**src/verilog/pamFilterPkg.sv**
```systemverilog
package pamFilterPkg;

	// word width shared by the input, every pipeline word and y
	localparam int SAMPLE_WIDTH = 18;

	// 15 symmetric taps fold into 7 pairs plus one center tap
	localparam int TAP_COUNT = 15;
	localparam int PAIR_COUNT = (TAP_COUNT - 1) / 2;
	localparam int PRODUCT_COUNT = PAIR_COUNT + 1;
	localparam int CENTER_TAP = PAIR_COUNT;

	// one level unit once the input is halved to 2s16
	// PAM symbols +-1 and +-3 land on +-1 and +-3 units
	localparam int LEVEL_STEP = 16384;

	// half-width of the match window around a level
	localparam int TOLERANCE = 10;

	typedef logic signed [SAMPLE_WIDTH-1:0] sample_t;

	// central taps of the long pulse shaping filter, scaled by 1/4
	// index 0 is the outer pair, index 7 the center tap
	// 6 * sum(|coef|) = 46992, well under 2^17
	localparam sample_t UNIT_COEF [PRODUCT_COUNT] = '{
		-18'sd188,
		-18'sd443,
		-18'sd462,
		-18'sd106,
		18'sd601,
		18'sd1456,
		18'sd2154,
		18'sd2422
	};

	// classified level of a pre-sum
	// even multiples are legal pair sums, odd ones are legal center samples
	typedef enum logic [3:0] {
		LVL_NEG6 = 4'd0,
		LVL_NEG4 = 4'd1,
		LVL_NEG2 = 4'd2,
		LVL_ZERO = 4'd3,
		LVL_POS2 = 4'd4,
		LVL_POS4 = 4'd5,
		LVL_POS6 = 4'd6,
		LVL_NEG3 = 4'd8,
		LVL_NEG1 = 4'd9,
		LVL_POS1 = 4'd10,
		LVL_POS3 = 4'd11,
		LVL_NONE = 4'd15
	} levelCode_t;

	// output of the pre-adder stage
	typedef struct packed {
		sample_t [PAIR_COUNT-1:0] pairSum;
		sample_t centerSample;
	} preSumBus_t;

	// output of the table product stage
	// product[CENTER_TAP] belongs to the center tap
	typedef struct packed {
		sample_t [PRODUCT_COUNT-1:0] product;
	} productBus_t;

endpackage

```
**src/verilog/foldedDelayLine.sv**
```systemverilog
`timescale 1ns/10ps

// input scaling, 15-sample shift register and symmetric pre-adder
// the pre-sums registered at enable n+1 come from the taps after enable n
module foldedDelayLine (
	input logic sys_clk,
	input logic reset,
	input logic sampleEn,
	input pamFilterPkg::sample_t x_in,
	output pamFilterPkg::preSumBus_t preSum
);

	pamFilterPkg::sample_t taps [pamFilterPkg::TAP_COUNT];
	pamFilterPkg::sample_t halvedSample;

	// 1s17 to 2s16, sign bit repeated
	// keeps a pair sum of two +-3 symbols inside 18 bits
	assign halvedSample = x_in >>> 1;

	// sample delay line, moves only on the sample enable
	always_ff @(posedge sys_clk) begin
		if (reset) begin
			for (int i = 0; i < pamFilterPkg::TAP_COUNT; i++) begin
				taps[i] <= '0;
			end
		end else if (sampleEn) begin
			taps[0] <= halvedSample;
			for (int i = 1; i < pamFilterPkg::TAP_COUNT; i++) begin
				taps[i] <= taps[i-1];
			end
		end
	end

	// fold the symmetric pairs
	// tap k and tap 14-k share one coefficient, so one product per pair
	always_ff @(posedge sys_clk) begin
		if (reset) begin
			preSum <= '0;
		end else if (sampleEn) begin
			for (int k = 0; k < pamFilterPkg::PAIR_COUNT; k++) begin
				preSum.pairSum[k] <= taps[k] + taps[pamFilterPkg::TAP_COUNT-1-k];
			end
			// odd length, the middle tap has no partner
			preSum.centerSample <= taps[pamFilterPkg::CENTER_TAP];
		end
	end

endmodule

```
**src/verilog/levelLutMultiplier.sv**
```systemverilog
`timescale 1ns/10ps

// multiplier-free product stage
// each pre-sum can only sit on a few levels, so the product is a table value
module levelLutMultiplier (
	input logic sys_clk,
	input logic reset,
	input logic sampleEn,
	input pamFilterPkg::preSumBus_t preSum,
	output pamFilterPkg::productBus_t products
);

	pamFilterPkg::levelCode_t pairLevel [pamFilterPkg::PAIR_COUNT];
	pamFilterPkg::levelCode_t centerLevel;

	// true when value is strictly inside the window around multiple * step
	function automatic logic nearLevel(input pamFilterPkg::sample_t value, input int multiple);
		int distance;
		distance = int'(value) - multiple * pamFilterPkg::LEVEL_STEP;
		return (distance > -pamFilterPkg::TOLERANCE) && (distance < pamFilterPkg::TOLERANCE);
	endfunction

	// sum of two halved symbols: 0, +-2, +-4, +-6 units
	function automatic pamFilterPkg::levelCode_t classifyPair(input pamFilterPkg::sample_t value);
		pamFilterPkg::levelCode_t code;
		if (nearLevel(value, -6)) code = pamFilterPkg::LVL_NEG6;
		else if (nearLevel(value, -4)) code = pamFilterPkg::LVL_NEG4;
		else if (nearLevel(value, -2)) code = pamFilterPkg::LVL_NEG2;
		else if (nearLevel(value, 0)) code = pamFilterPkg::LVL_ZERO;
		else if (nearLevel(value, 2)) code = pamFilterPkg::LVL_POS2;
		else if (nearLevel(value, 4)) code = pamFilterPkg::LVL_POS4;
		else if (nearLevel(value, 6)) code = pamFilterPkg::LVL_POS6;
		else code = pamFilterPkg::LVL_NONE;
		return code;
	endfunction

	// single halved symbol on the center tap: +-1, +-3 units
	function automatic pamFilterPkg::levelCode_t classifyCenter(input pamFilterPkg::sample_t value);
		pamFilterPkg::levelCode_t code;
		if (nearLevel(value, -3)) code = pamFilterPkg::LVL_NEG3;
		else if (nearLevel(value, -1)) code = pamFilterPkg::LVL_NEG1;
		else if (nearLevel(value, 1)) code = pamFilterPkg::LVL_POS1;
		else if (nearLevel(value, 3)) code = pamFilterPkg::LVL_POS3;
		else code = pamFilterPkg::LVL_NONE;
		return code;
	endfunction

	// signed level multiple, no match gives a zero product
	function automatic int levelMultiple(input pamFilterPkg::levelCode_t code);
		int multiple;
		case (code)
			pamFilterPkg::LVL_NEG6: multiple = -6;
			pamFilterPkg::LVL_NEG4: multiple = -4;
			pamFilterPkg::LVL_NEG3: multiple = -3;
			pamFilterPkg::LVL_NEG2: multiple = -2;
			pamFilterPkg::LVL_NEG1: multiple = -1;
			pamFilterPkg::LVL_POS1: multiple = 1;
			pamFilterPkg::LVL_POS2: multiple = 2;
			pamFilterPkg::LVL_POS3: multiple = 3;
			pamFilterPkg::LVL_POS4: multiple = 4;
			pamFilterPkg::LVL_POS6: multiple = 6;
			default: multiple = 0;
		endcase
		return multiple;
	endfunction

	// table entry, coefficient times level multiple
	function automatic pamFilterPkg::sample_t tableProduct(input int index,
			input pamFilterPkg::levelCode_t code);
		return pamFilterPkg::sample_t'(int'(pamFilterPkg::UNIT_COEF[index]) * levelMultiple(code));
	endfunction

	always_comb begin
		for (int k = 0; k < pamFilterPkg::PAIR_COUNT; k++) begin
			pairLevel[k] = classifyPair(preSum.pairSum[k]);
		end
		centerLevel = classifyCenter(preSum.centerSample);
	end

	always_ff @(posedge sys_clk) begin
		if (reset) begin
			products <= '0;
		end else if (sampleEn) begin
			for (int k = 0; k < pamFilterPkg::PAIR_COUNT; k++) begin
				products.product[k] <= tableProduct(k, pairLevel[k]);
			end
			products.product[pamFilterPkg::CENTER_TAP] <=
				tableProduct(pamFilterPkg::CENTER_TAP, centerLevel);
		end
	end

endmodule

```
**src/verilog/productAdderTree.sv**
```systemverilog
`timescale 1ns/10ps

// registered adder tree, 8 products to 4 to 2 to y
// three enables from products to y
module productAdderTree (
	input logic sys_clk,
	input logic reset,
	input logic sampleEn,
	input pamFilterPkg::productBus_t products,
	output pamFilterPkg::sample_t y
);

	// partial sums per level
	pamFilterPkg::sample_t levelOneSum [pamFilterPkg::PRODUCT_COUNT/2];
	pamFilterPkg::sample_t levelTwoSum [pamFilterPkg::PRODUCT_COUNT/4];

	// level 1, neighbouring products
	// coefficient bound keeps every partial sum inside 18 bits
	always_ff @(posedge sys_clk) begin
		if (reset) begin
			for (int i = 0; i < pamFilterPkg::PRODUCT_COUNT/2; i++) begin
				levelOneSum[i] <= '0;
			end
		end else if (sampleEn) begin
			for (int i = 0; i < pamFilterPkg::PRODUCT_COUNT/2; i++) begin
				levelOneSum[i] <= products.product[2*i] + products.product[2*i+1];
			end
		end
	end

	// level 2
	always_ff @(posedge sys_clk) begin
		if (reset) begin
			for (int i = 0; i < pamFilterPkg::PRODUCT_COUNT/4; i++) begin
				levelTwoSum[i] <= '0;
			end
		end else if (sampleEn) begin
			for (int i = 0; i < pamFilterPkg::PRODUCT_COUNT/4; i++) begin
				levelTwoSum[i] <= levelOneSum[2*i] + levelOneSum[2*i+1];
			end
		end
	end

	// level 3, filter output
	always_ff @(posedge sys_clk) begin
		if (reset) begin
			y <= '0;
		end else if (sampleEn) begin
			y <= levelTwoSum[0] + levelTwoSum[1];
		end
	end

endmodule

```
**src/verilog/pamShapingFilter.sv**
```systemverilog
`timescale 1ns/10ps

// folded symmetric FIR for a 4-level PAM stream
// sample in at enable n shows up on y after enable n+5
module pamShapingFilter (
	input logic sys_clk,
	input logic reset,
	input logic sampleEn,
	input pamFilterPkg::sample_t x_in,
	output pamFilterPkg::sample_t y
);

	// stage buses
	pamFilterPkg::preSumBus_t preSum;
	pamFilterPkg::productBus_t products;

	// halve, delay and fold the taps
	foldedDelayLine delayLine (
		.sys_clk (sys_clk),
		.reset (reset),
		.sampleEn (sampleEn),
		.x_in (x_in),
		.preSum (preSum)
	);

	// level match and coefficient table lookup
	levelLutMultiplier lutMultiplier (
		.sys_clk (sys_clk),
		.reset (reset),
		.sampleEn (sampleEn),
		.preSum (preSum),
		.products (products)
	);

	// three registered sum levels down to y
	productAdderTree adderTree (
		.sys_clk (sys_clk),
		.reset (reset),
		.sampleEn (sampleEn),
		.products (products),
		.y (y)
	);

endmodule

```
**config.mk**
```make
export PLATFORM = sky130hd
export DESIGN_NAME = pamShapingFilter
export DESIGN_NICKNAME = d
export VERILOG_FILES = /design/src/verilog/pamFilterPkg.sv /design/src/verilog/foldedDelayLine.sv /design/src/verilog/levelLutMultiplier.sv /design/src/verilog/productAdderTree.sv /design/src/verilog/pamShapingFilter.sv
export SDC_FILE = /design/constraint.sdc
export NUM_CORES = 2
export LEC_CHECK = 0
export BUFFER_PORTS_ARGS = -buffer_cell sky130_fd_sc_hd__buf_2
export CAP_MARGIN = 20
export CORE_AREA = 2 2 302 304
export DETAILED_ROUTE_END_ITERATION = 7
export DIE_AREA = 0 0 304 306
export HOLD_SLACK_MARGIN = 0.03
export SYNTH_ARGS = -nofsm -noshare
export SYNTH_HDL_FRONTEND = slang
export SYNTH_HIERARCHICAL = 1
export SYNTH_MEMORY_MAX_BITS = 65536
export SYNTH_SLANG_ARGS = --single-unit
```
**constraint.sdc**
```tcl
create_clock -name sys_clk -period 8.5 [get_ports sys_clk]
set_input_delay 0.425 -clock sys_clk [delete_from_list [all_inputs] [get_ports sys_clk]]
set_output_delay 0.425 -clock sys_clk [all_outputs]
set_load 0.05 [all_outputs]
```
* Yosys cells after proc, flatten, opt, wreduce, memory -nomap -nowiden *
Memories as Yosys holds them, arrays and structs flattened.
Cells that the tools add are included.

cells by class
  $mul = 8
  bitwise operators = 21
  $lt $le $gt $ge = 106
  $add $sub $neg = 60
  mux-type cells = 95
  reductions and logical operators = 53

operators with widths
  operator                  number
  $gt A32 B5 Y1 const B     46
  $lt A32 B5 Y1 const B     46
  $mux W32                  16
  $sub A18 B18 Y19 const B  21
  $mux W18                  21
  $sub A18 B17 Y19 const B  16
  $add A18 B18 Y18          14
  $mux W4                   52
  $sub A18 B16 Y19 const B  8
  $gt A18 B5 Y1 const B     7
  $lt A18 B5 Y1 const B     7
  $mul A12 B32 Y17 const A  2
  $logic_and A1 B1 Y1       53
  $mul A10 B32 Y18 const A  1
  $mul A11 B32 Y18 const A  1
  $mul A7 B32 Y16 const A   1
  $mul A7 B32 Y17 const A   1
  $mul A8 B32 Y14 const A   1
  $mul A9 B32 Y17 const A   1
  $or A1 B1 Y1              21
  $sub A18 B15 Y19 const B  1
  $mux W1                   5
  $mux W3                   1

storage, ports and cells
  bits in read-only memories = 4096
  flip-flop bits (word level) = 296
  input port bits = 21
  memories = 11
  output and inout port bits = 18
  logic and storage cells = 371
  RAM bits = 378

memories
  name             words  bits a word  rd ports  clocked after memory_dff  wr ports  RTL line                  RTL
  (no name shown)  16     32           1         0                         0         levelLutMultiplier.sv:51  case (code)
  (no name shown)  16     32           1         0                         0         levelLutMultiplier.sv:51
  (no name shown)  16     32           1         0                         0         levelLutMultiplier.sv:51
  (no name shown)  16     32           1         0                         0         levelLutMultiplier.sv:51
  (no name shown)  16     32           1         0                         0         levelLutMultiplier.sv:51
  (no name shown)  16     32           1         0                         0         levelLutMultiplier.sv:51
  +5 memories      --     --           --        --                        --        --

* Depth between registers and ports, before layout *
An unclocked memory read counts as a cell.

  depth in word-level cells = 14
  mapped depth = 31
  mapped depth without buffers = 30

* Cells and area by module *
The synthesis kept the hierarchy.

by module, submodules not included
  module              instances  sequential area each (um^2)  cells each  area an instance (um^2)
  foldedDelayLine     1          10520.1                      1796        19505.0
  levelLutMultiplier  1          2522.4                       1830        15112.0
  productAdderTree    1          3603.5                       1014        9814.4

* Worst setup path after synthesis *
No wires, ideal clock.

  path type = register -> register
  from = reg delayLine/preSum[107] (netlist name)
  to = reg lutMultiplier/products[89] (netlist name)
  clock period less this slack = 7.424 ns
  arrival time = 7.359 ns
  library setup time = 0.065 ns
  buffers on the path = 2
  cell stages (with the launch flop) = 32
  slack = 1.076 ns
  data required time = 8.435 ns
  cells stage by stage = dfxtp_1 > clkbuf_1 > clkinv_1 > ha_1 > a21boi_0 > and3_1 > o21ai_0 > o21ai_0 > o21a_1 > a31oi_1 > o21ai_0 > inv_1 > ha_1 > a31oi_1 > clkbuf_1 > ha_1 > ha_1 > ha_1 > inv_1 > fa_1 > fa_1 > inv_1 > ha_1 > a21o_1 > a21oi_1 > o21bai_1 > a21oi_1 > o21bai_1 > a21oi_1 > o2111a_1 > mux2i_1 > nor2_1

on the way
  longest elaborated chain between the ends = 14
  elaborated cells between the ends (all ways) = 38
  those cells by class = 6 x add/sub; 1 x mul; 14 x order compare; 9 x mux; 7 x reduce/logical; 1 x memory

ends and longest elaborated chain
  item                                                   RTL line                  RTL
  $sub A18 B18 Y19                                       levelLutMultiplier.sv:19  distance = int'(value) - multiple * pamFilterPkg::LEVEL_STEP;
  $gt A32 B5 Y1 / $lt A32 B5 Y1 (equally long branches)  levelLutMultiplier.sv:20  return (distance > -pamFilterPkg::TOLERANCE) && (distance < pamFilterPkg::TOLERANCE);
  $logic_and A1 B1 Y1                                    levelLutMultiplier.sv:20
  $mux W4                                                levelLutMultiplier.sv:32  else if (nearLevel(value, 6)) code = pamFilterPkg::LVL_POS6;
  $mux W4                                                levelLutMultiplier.sv:31  else if (nearLevel(value, 4)) code = pamFilterPkg::LVL_POS4;
  $mux W4                                                levelLutMultiplier.sv:30  else if (nearLevel(value, 2)) code = pamFilterPkg::LVL_POS2;
  $mux W4                                                levelLutMultiplier.sv:29  else if (nearLevel(value, 0)) code = pamFilterPkg::LVL_ZERO;
  $mux W4                                                levelLutMultiplier.sv:28  else if (nearLevel(value, -2)) code = pamFilterPkg::LVL_NEG2;
  $mux W4                                                levelLutMultiplier.sv:27  else if (nearLevel(value, -4)) code = pamFilterPkg::LVL_NEG4;
  $mux W4 (*)                                            levelLutMultiplier.sv:26  if (nearLevel(value, -6)) code = pamFilterPkg::LVL_NEG6;
  $mem_v2 Z16 W32 (*)                                    --
  $mux W32 (*)                                           levelLutMultiplier.sv:83  end else if (sampleEn) begin
  $mux W32 (*)                                           levelLutMultiplier.sv:81  if (reset) begin
  $mul A11 B32 Y18 (*)                                   levelLutMultiplier.sv:70  return pamFilterPkg::sample_t'(int'(pamFilterPkg::UNIT_COEF[index]) * levelMultiple(code));

Every way passes the cells marked *; elsewhere a longest branch is shown, timed or not. The select of a mux whose other input is x is not followed.
A chain may end at the register's enable or synchronous reset.

* Worst setup path in the final report *
  from = reg delayLine/preSum[107] (netlist name)
  to = reg lutMultiplier/products[87] (netlist name)

on the way
  longest elaborated chain between the ends = 14
  elaborated cells between the ends (all ways) = 38
  those cells by class = 6 x add/sub; 1 x mul; 14 x order compare; 9 x mux; 7 x reduce/logical; 1 x memory

ends and longest elaborated chain
  item                                                   RTL line
  $sub A18 B18 Y19                                       levelLutMultiplier.sv:19
  $gt A32 B5 Y1 / $lt A32 B5 Y1 (equally long branches)  levelLutMultiplier.sv:20
  $logic_and A1 B1 Y1                                    levelLutMultiplier.sv:20
  $mux W4                                                levelLutMultiplier.sv:32
  $mux W4                                                levelLutMultiplier.sv:31
  $mux W4                                                levelLutMultiplier.sv:30
  $mux W4                                                levelLutMultiplier.sv:29
  $mux W4                                                levelLutMultiplier.sv:28
  $mux W4                                                levelLutMultiplier.sv:27
  $mux W4 (*)                                            levelLutMultiplier.sv:26
  $mem_v2 Z16 W32 (*)                                    --
  $mux W32 (*)                                           levelLutMultiplier.sv:83
  $mux W32 (*)                                           levelLutMultiplier.sv:81
  $mul A11 B32 Y18 (*)                                   levelLutMultiplier.sv:70

Marked as above.

==> results.md <==
- Status: finished clean
- Vias per cell: 5.61
- Initial Util: 49.6%
- CTS tree: done
- Most frequent CP cell: ha_1
- Comb power frac: 31.6%
- TritonRoute pass-1 iters: 5
- Pre-CTS setup slack: 1150 ps
- CP Class: register to register
- CTS sink cnt: 650
- LEAKAGE: 21.1 nW
- Pwr/cell area: 221 mW/mm^2
- Vias: 33100
- Total negative slack: 0 ps
- ANT cells: 0
- Initial antenna violation count: 0
- Worst vdd ir: 0.000155 V
- First-pass GRT wire length: 165000 um
- Root Driver: clkbuf_16
- RSZ-0062 raised after global routing: false
- Highest Clock Rate: 136 MHz
- Clock share of power: 31.2%
- Max Buffers Root-to-Sink: 3
- Post-synth EDFFs: 363
- Grt total ovfl: 0
- Final period utilization: 86.4%
- Max cap viols: 0
- Flop pwr share: 37.2%
- Antenna violation net count after detailed routing: 0
- I/O pin total: 39
- Worst path max stage delay: 620 ps
- Slew @ Worst Pin: 957 ps
- Worst hold path type: input pin to register
- Die Wd: 304 um
- Top fanout value on the critical path: 14
- Synth area leaders: edfxtp_1 25%, ha_1 15%, dfxtp_1 13%, nor2_1 3.6%, a21oi_1 3.4%
- Fin Hold WS: 68.9 ps
- Final wirelength: 102000 um
- Psw: 3.59 mW
- CTS Buf Count: 76
- Mapped cell area: 0.0444 mm^2
- Final #Nets: 5275
- Final setup fails: 0
- Crit-path slowest cell: dfxtp_1
- Ys flop type: edfxtp_1
- Core Footprint: 0.0896 mm^2
- Crit path DAT: 7890 ps
- Critical Path Start Type: register
- Ys Warns: 6
- Die height: 306 um
- Syn_area_per_cell: 9.58 um^2
- Clk_lat worst skew: 620 ps
- Final Max Tran Viols: 0
- Die area: 0.0930 mm^2
- Sw Ratio: 33.6%
- Seq/Total Area, Yosys: 37.5%
- Int Power: 7.10 mW
- Pwr Total: 10.7 mW
- H-Tree Level Count: 3
- Largest net degree at the start of global routing: 121
- # rows: 110
- Worst Path Required: 9050 ps
- Gpl congestion: 0.853
- Post-synth ARST share: 0%
- Yosys reg bits: 650
- Share of cells above drive strength 1: 6.05%
- Clk_skew: 21.8 ps
- Worst-path clk slew: 60 ps
- Area Overhead vs Synth: 9.05%
- Relative slew slack: 36.2%
- Top-area cell type share of the netlist area: 24.5%
- Min Tclk post-route: 7350 ps
- IO Port Bufs: 37
- Mapped Cells: 4640
- Hold Violations, Final: 0
- Post-synthesis cell type count: 107
- Wirelength per Cell: 17.3 um
- Crit end category: register
- Final WS setup: 1150 ps
- Residual DRC count: 0
- Number of global-route vias before repair: 31000
- Total global-route track usage: 21.5%
- Initial detailed-routing violation count: 2418
- Post-detail-place hpwl: 73700 um
- Cell taking the most area after synthesis: edfxtp_1
-- worst paths after layout --
check             slack (ps)                    endpoint                   from  cells after the start
hold reg to reg          450             adderTree/y[12]        adderTree/y[12]                      2
setup / recovery        1150  lutMultiplier/products[87]  delayLine/preSum[107]                     31
setup reg to reg        1150  lutMultiplier/products[87]  delayLine/preSum[107]                     31
hold / removal            70        delayLine/taps[0][3]                x_in[4]                      2
-- state kept, by name, indices dropped and copies added, names as in the netlist --
signal                  count
adderTree/levelOneSum      72
adderTree/levelTwoSum      36
adderTree/y                18
delayLine/preSum          143
delayLine/taps            255
lutMultiplier/products    126
-- final cells by class --
| cell class | count | area (um^2) |
|---|---|---|
| Clock buffer | 103 | 2160 |
| Clock inverter | 38 | 407 |
| Fill cell | 8169 | 41100 |
| Inverter | 235 | 892 |
| Multi-Input combinational cell | 3626 | 26400 |
| Sequential cell | 650 | 16600 |
| Tap cell | 1176 | 1470 |
| Timing Repair Buffer | 76 | 526 |
-- power by group through the flow --
stage | registers, mW | clock network, mW | logic, mW
2_1_floorplan | 3.96 | 0 | 2.68
3_3_place_gp | 4.05 | 0 | 3.32
3_5_place_dp | 4.05 | 0 | 3.35
4_1_cts | 3.98 | 3.42 | 3.40
5_1_grt | 4.02 | 3.55 | 3.87
6_report | 3.98 | 3.33 | 3.38
-- cell usage in the layout, fill, tap and decap left out, types with 93 or more instances in the layout --
| master | count |
|---|---|
| inv_1 | 228 |
| nor2b_1 | 136 |
| mux2i_1 | 103 |
| and2_1 | 193 |
| o21ai_0 | 221 |
| xnor2_1 | 154 |
| a21oi_1 | 302 |
| nor2_1 | 418 |
| nand3_1 | 95 |
| a21o_1 | 117 |
| nand2_1 | 286 |
| dfxtp_1 | 287 |
| ha_1 | 547 |
| xor2_1 | 93 |
| edfxtp_1 | 363 |
-- timing repair --
item,4_1_cts,5_1_grt
resized for setup,0,0
endpoints found under the hold margin,11,0
buffers inserted,0,0
hold buffers,11,0
-- critical path: cells and delay by family (launching register included) --
kind | cells | cell delay [ps]
AND/OR/NAND/NOR | 2 | 310
flip-flops | 1 | 620
buffers and inverters | 6 | 990
AO/OA/AOI/OAI | 15 | 2440
adder cells (fa/ha/maj) | 8 | 2860
-- through the flow --
step | cells | area (um^2) | util, %
finish | 5904 | 48500 | 54.1
global route | 5904 | 48500 | 54.1
CTS | 5904 | 48500 | 54.1
detailed placement | 5752 | 45800 | 51.1
global placement | 5752 | 45800 | 51.1
floorplan | 4676 | 44600 | -
-- kinds of logic after synthesis --
group	after synthesis	synth area share [%]
XOR/XNOR	248	4.92
flip-flops	650	37.5
adder cells (fa/ha/maj)	589	17.3
AND/OR/NAND/NOR	1498	17.1
AO/OA/AOI/OAI	1137	16.9
multiplexers	116	2.66
other	2	0.0169
buffers and inverters	400	3.61
-- cells in the mapped netlist (all sizes together) (29+ instances only) --
library cell / n
a211oi: 80
a21o: 121
a21oi: 302
a31oi: 52
and2: 194
and3: 35
buf: 33
clkbuf: 132
dfxtp: 287
edfxtp: 363
fa: 42
ha: 547
inv: 231
mux2i: 105
nand2: 286
nand2b: 50
nand3: 95
nand4: 57
nor2: 423
nor2b: 138
nor3: 91
nor4: 34
o211ai: 36
o21a: 46
o21ai: 228
o21bai: 29
xnor2: 154
xor2: 93
-- metal layers --
layer	global-route usage (%)	share of wire, %
met1	31.0	50
met2	34.7	45
met3	2.46	3.5
met4	4.99	1.6
met5	0	0
No activity file was read; power rests on OpenSTA's default activity.
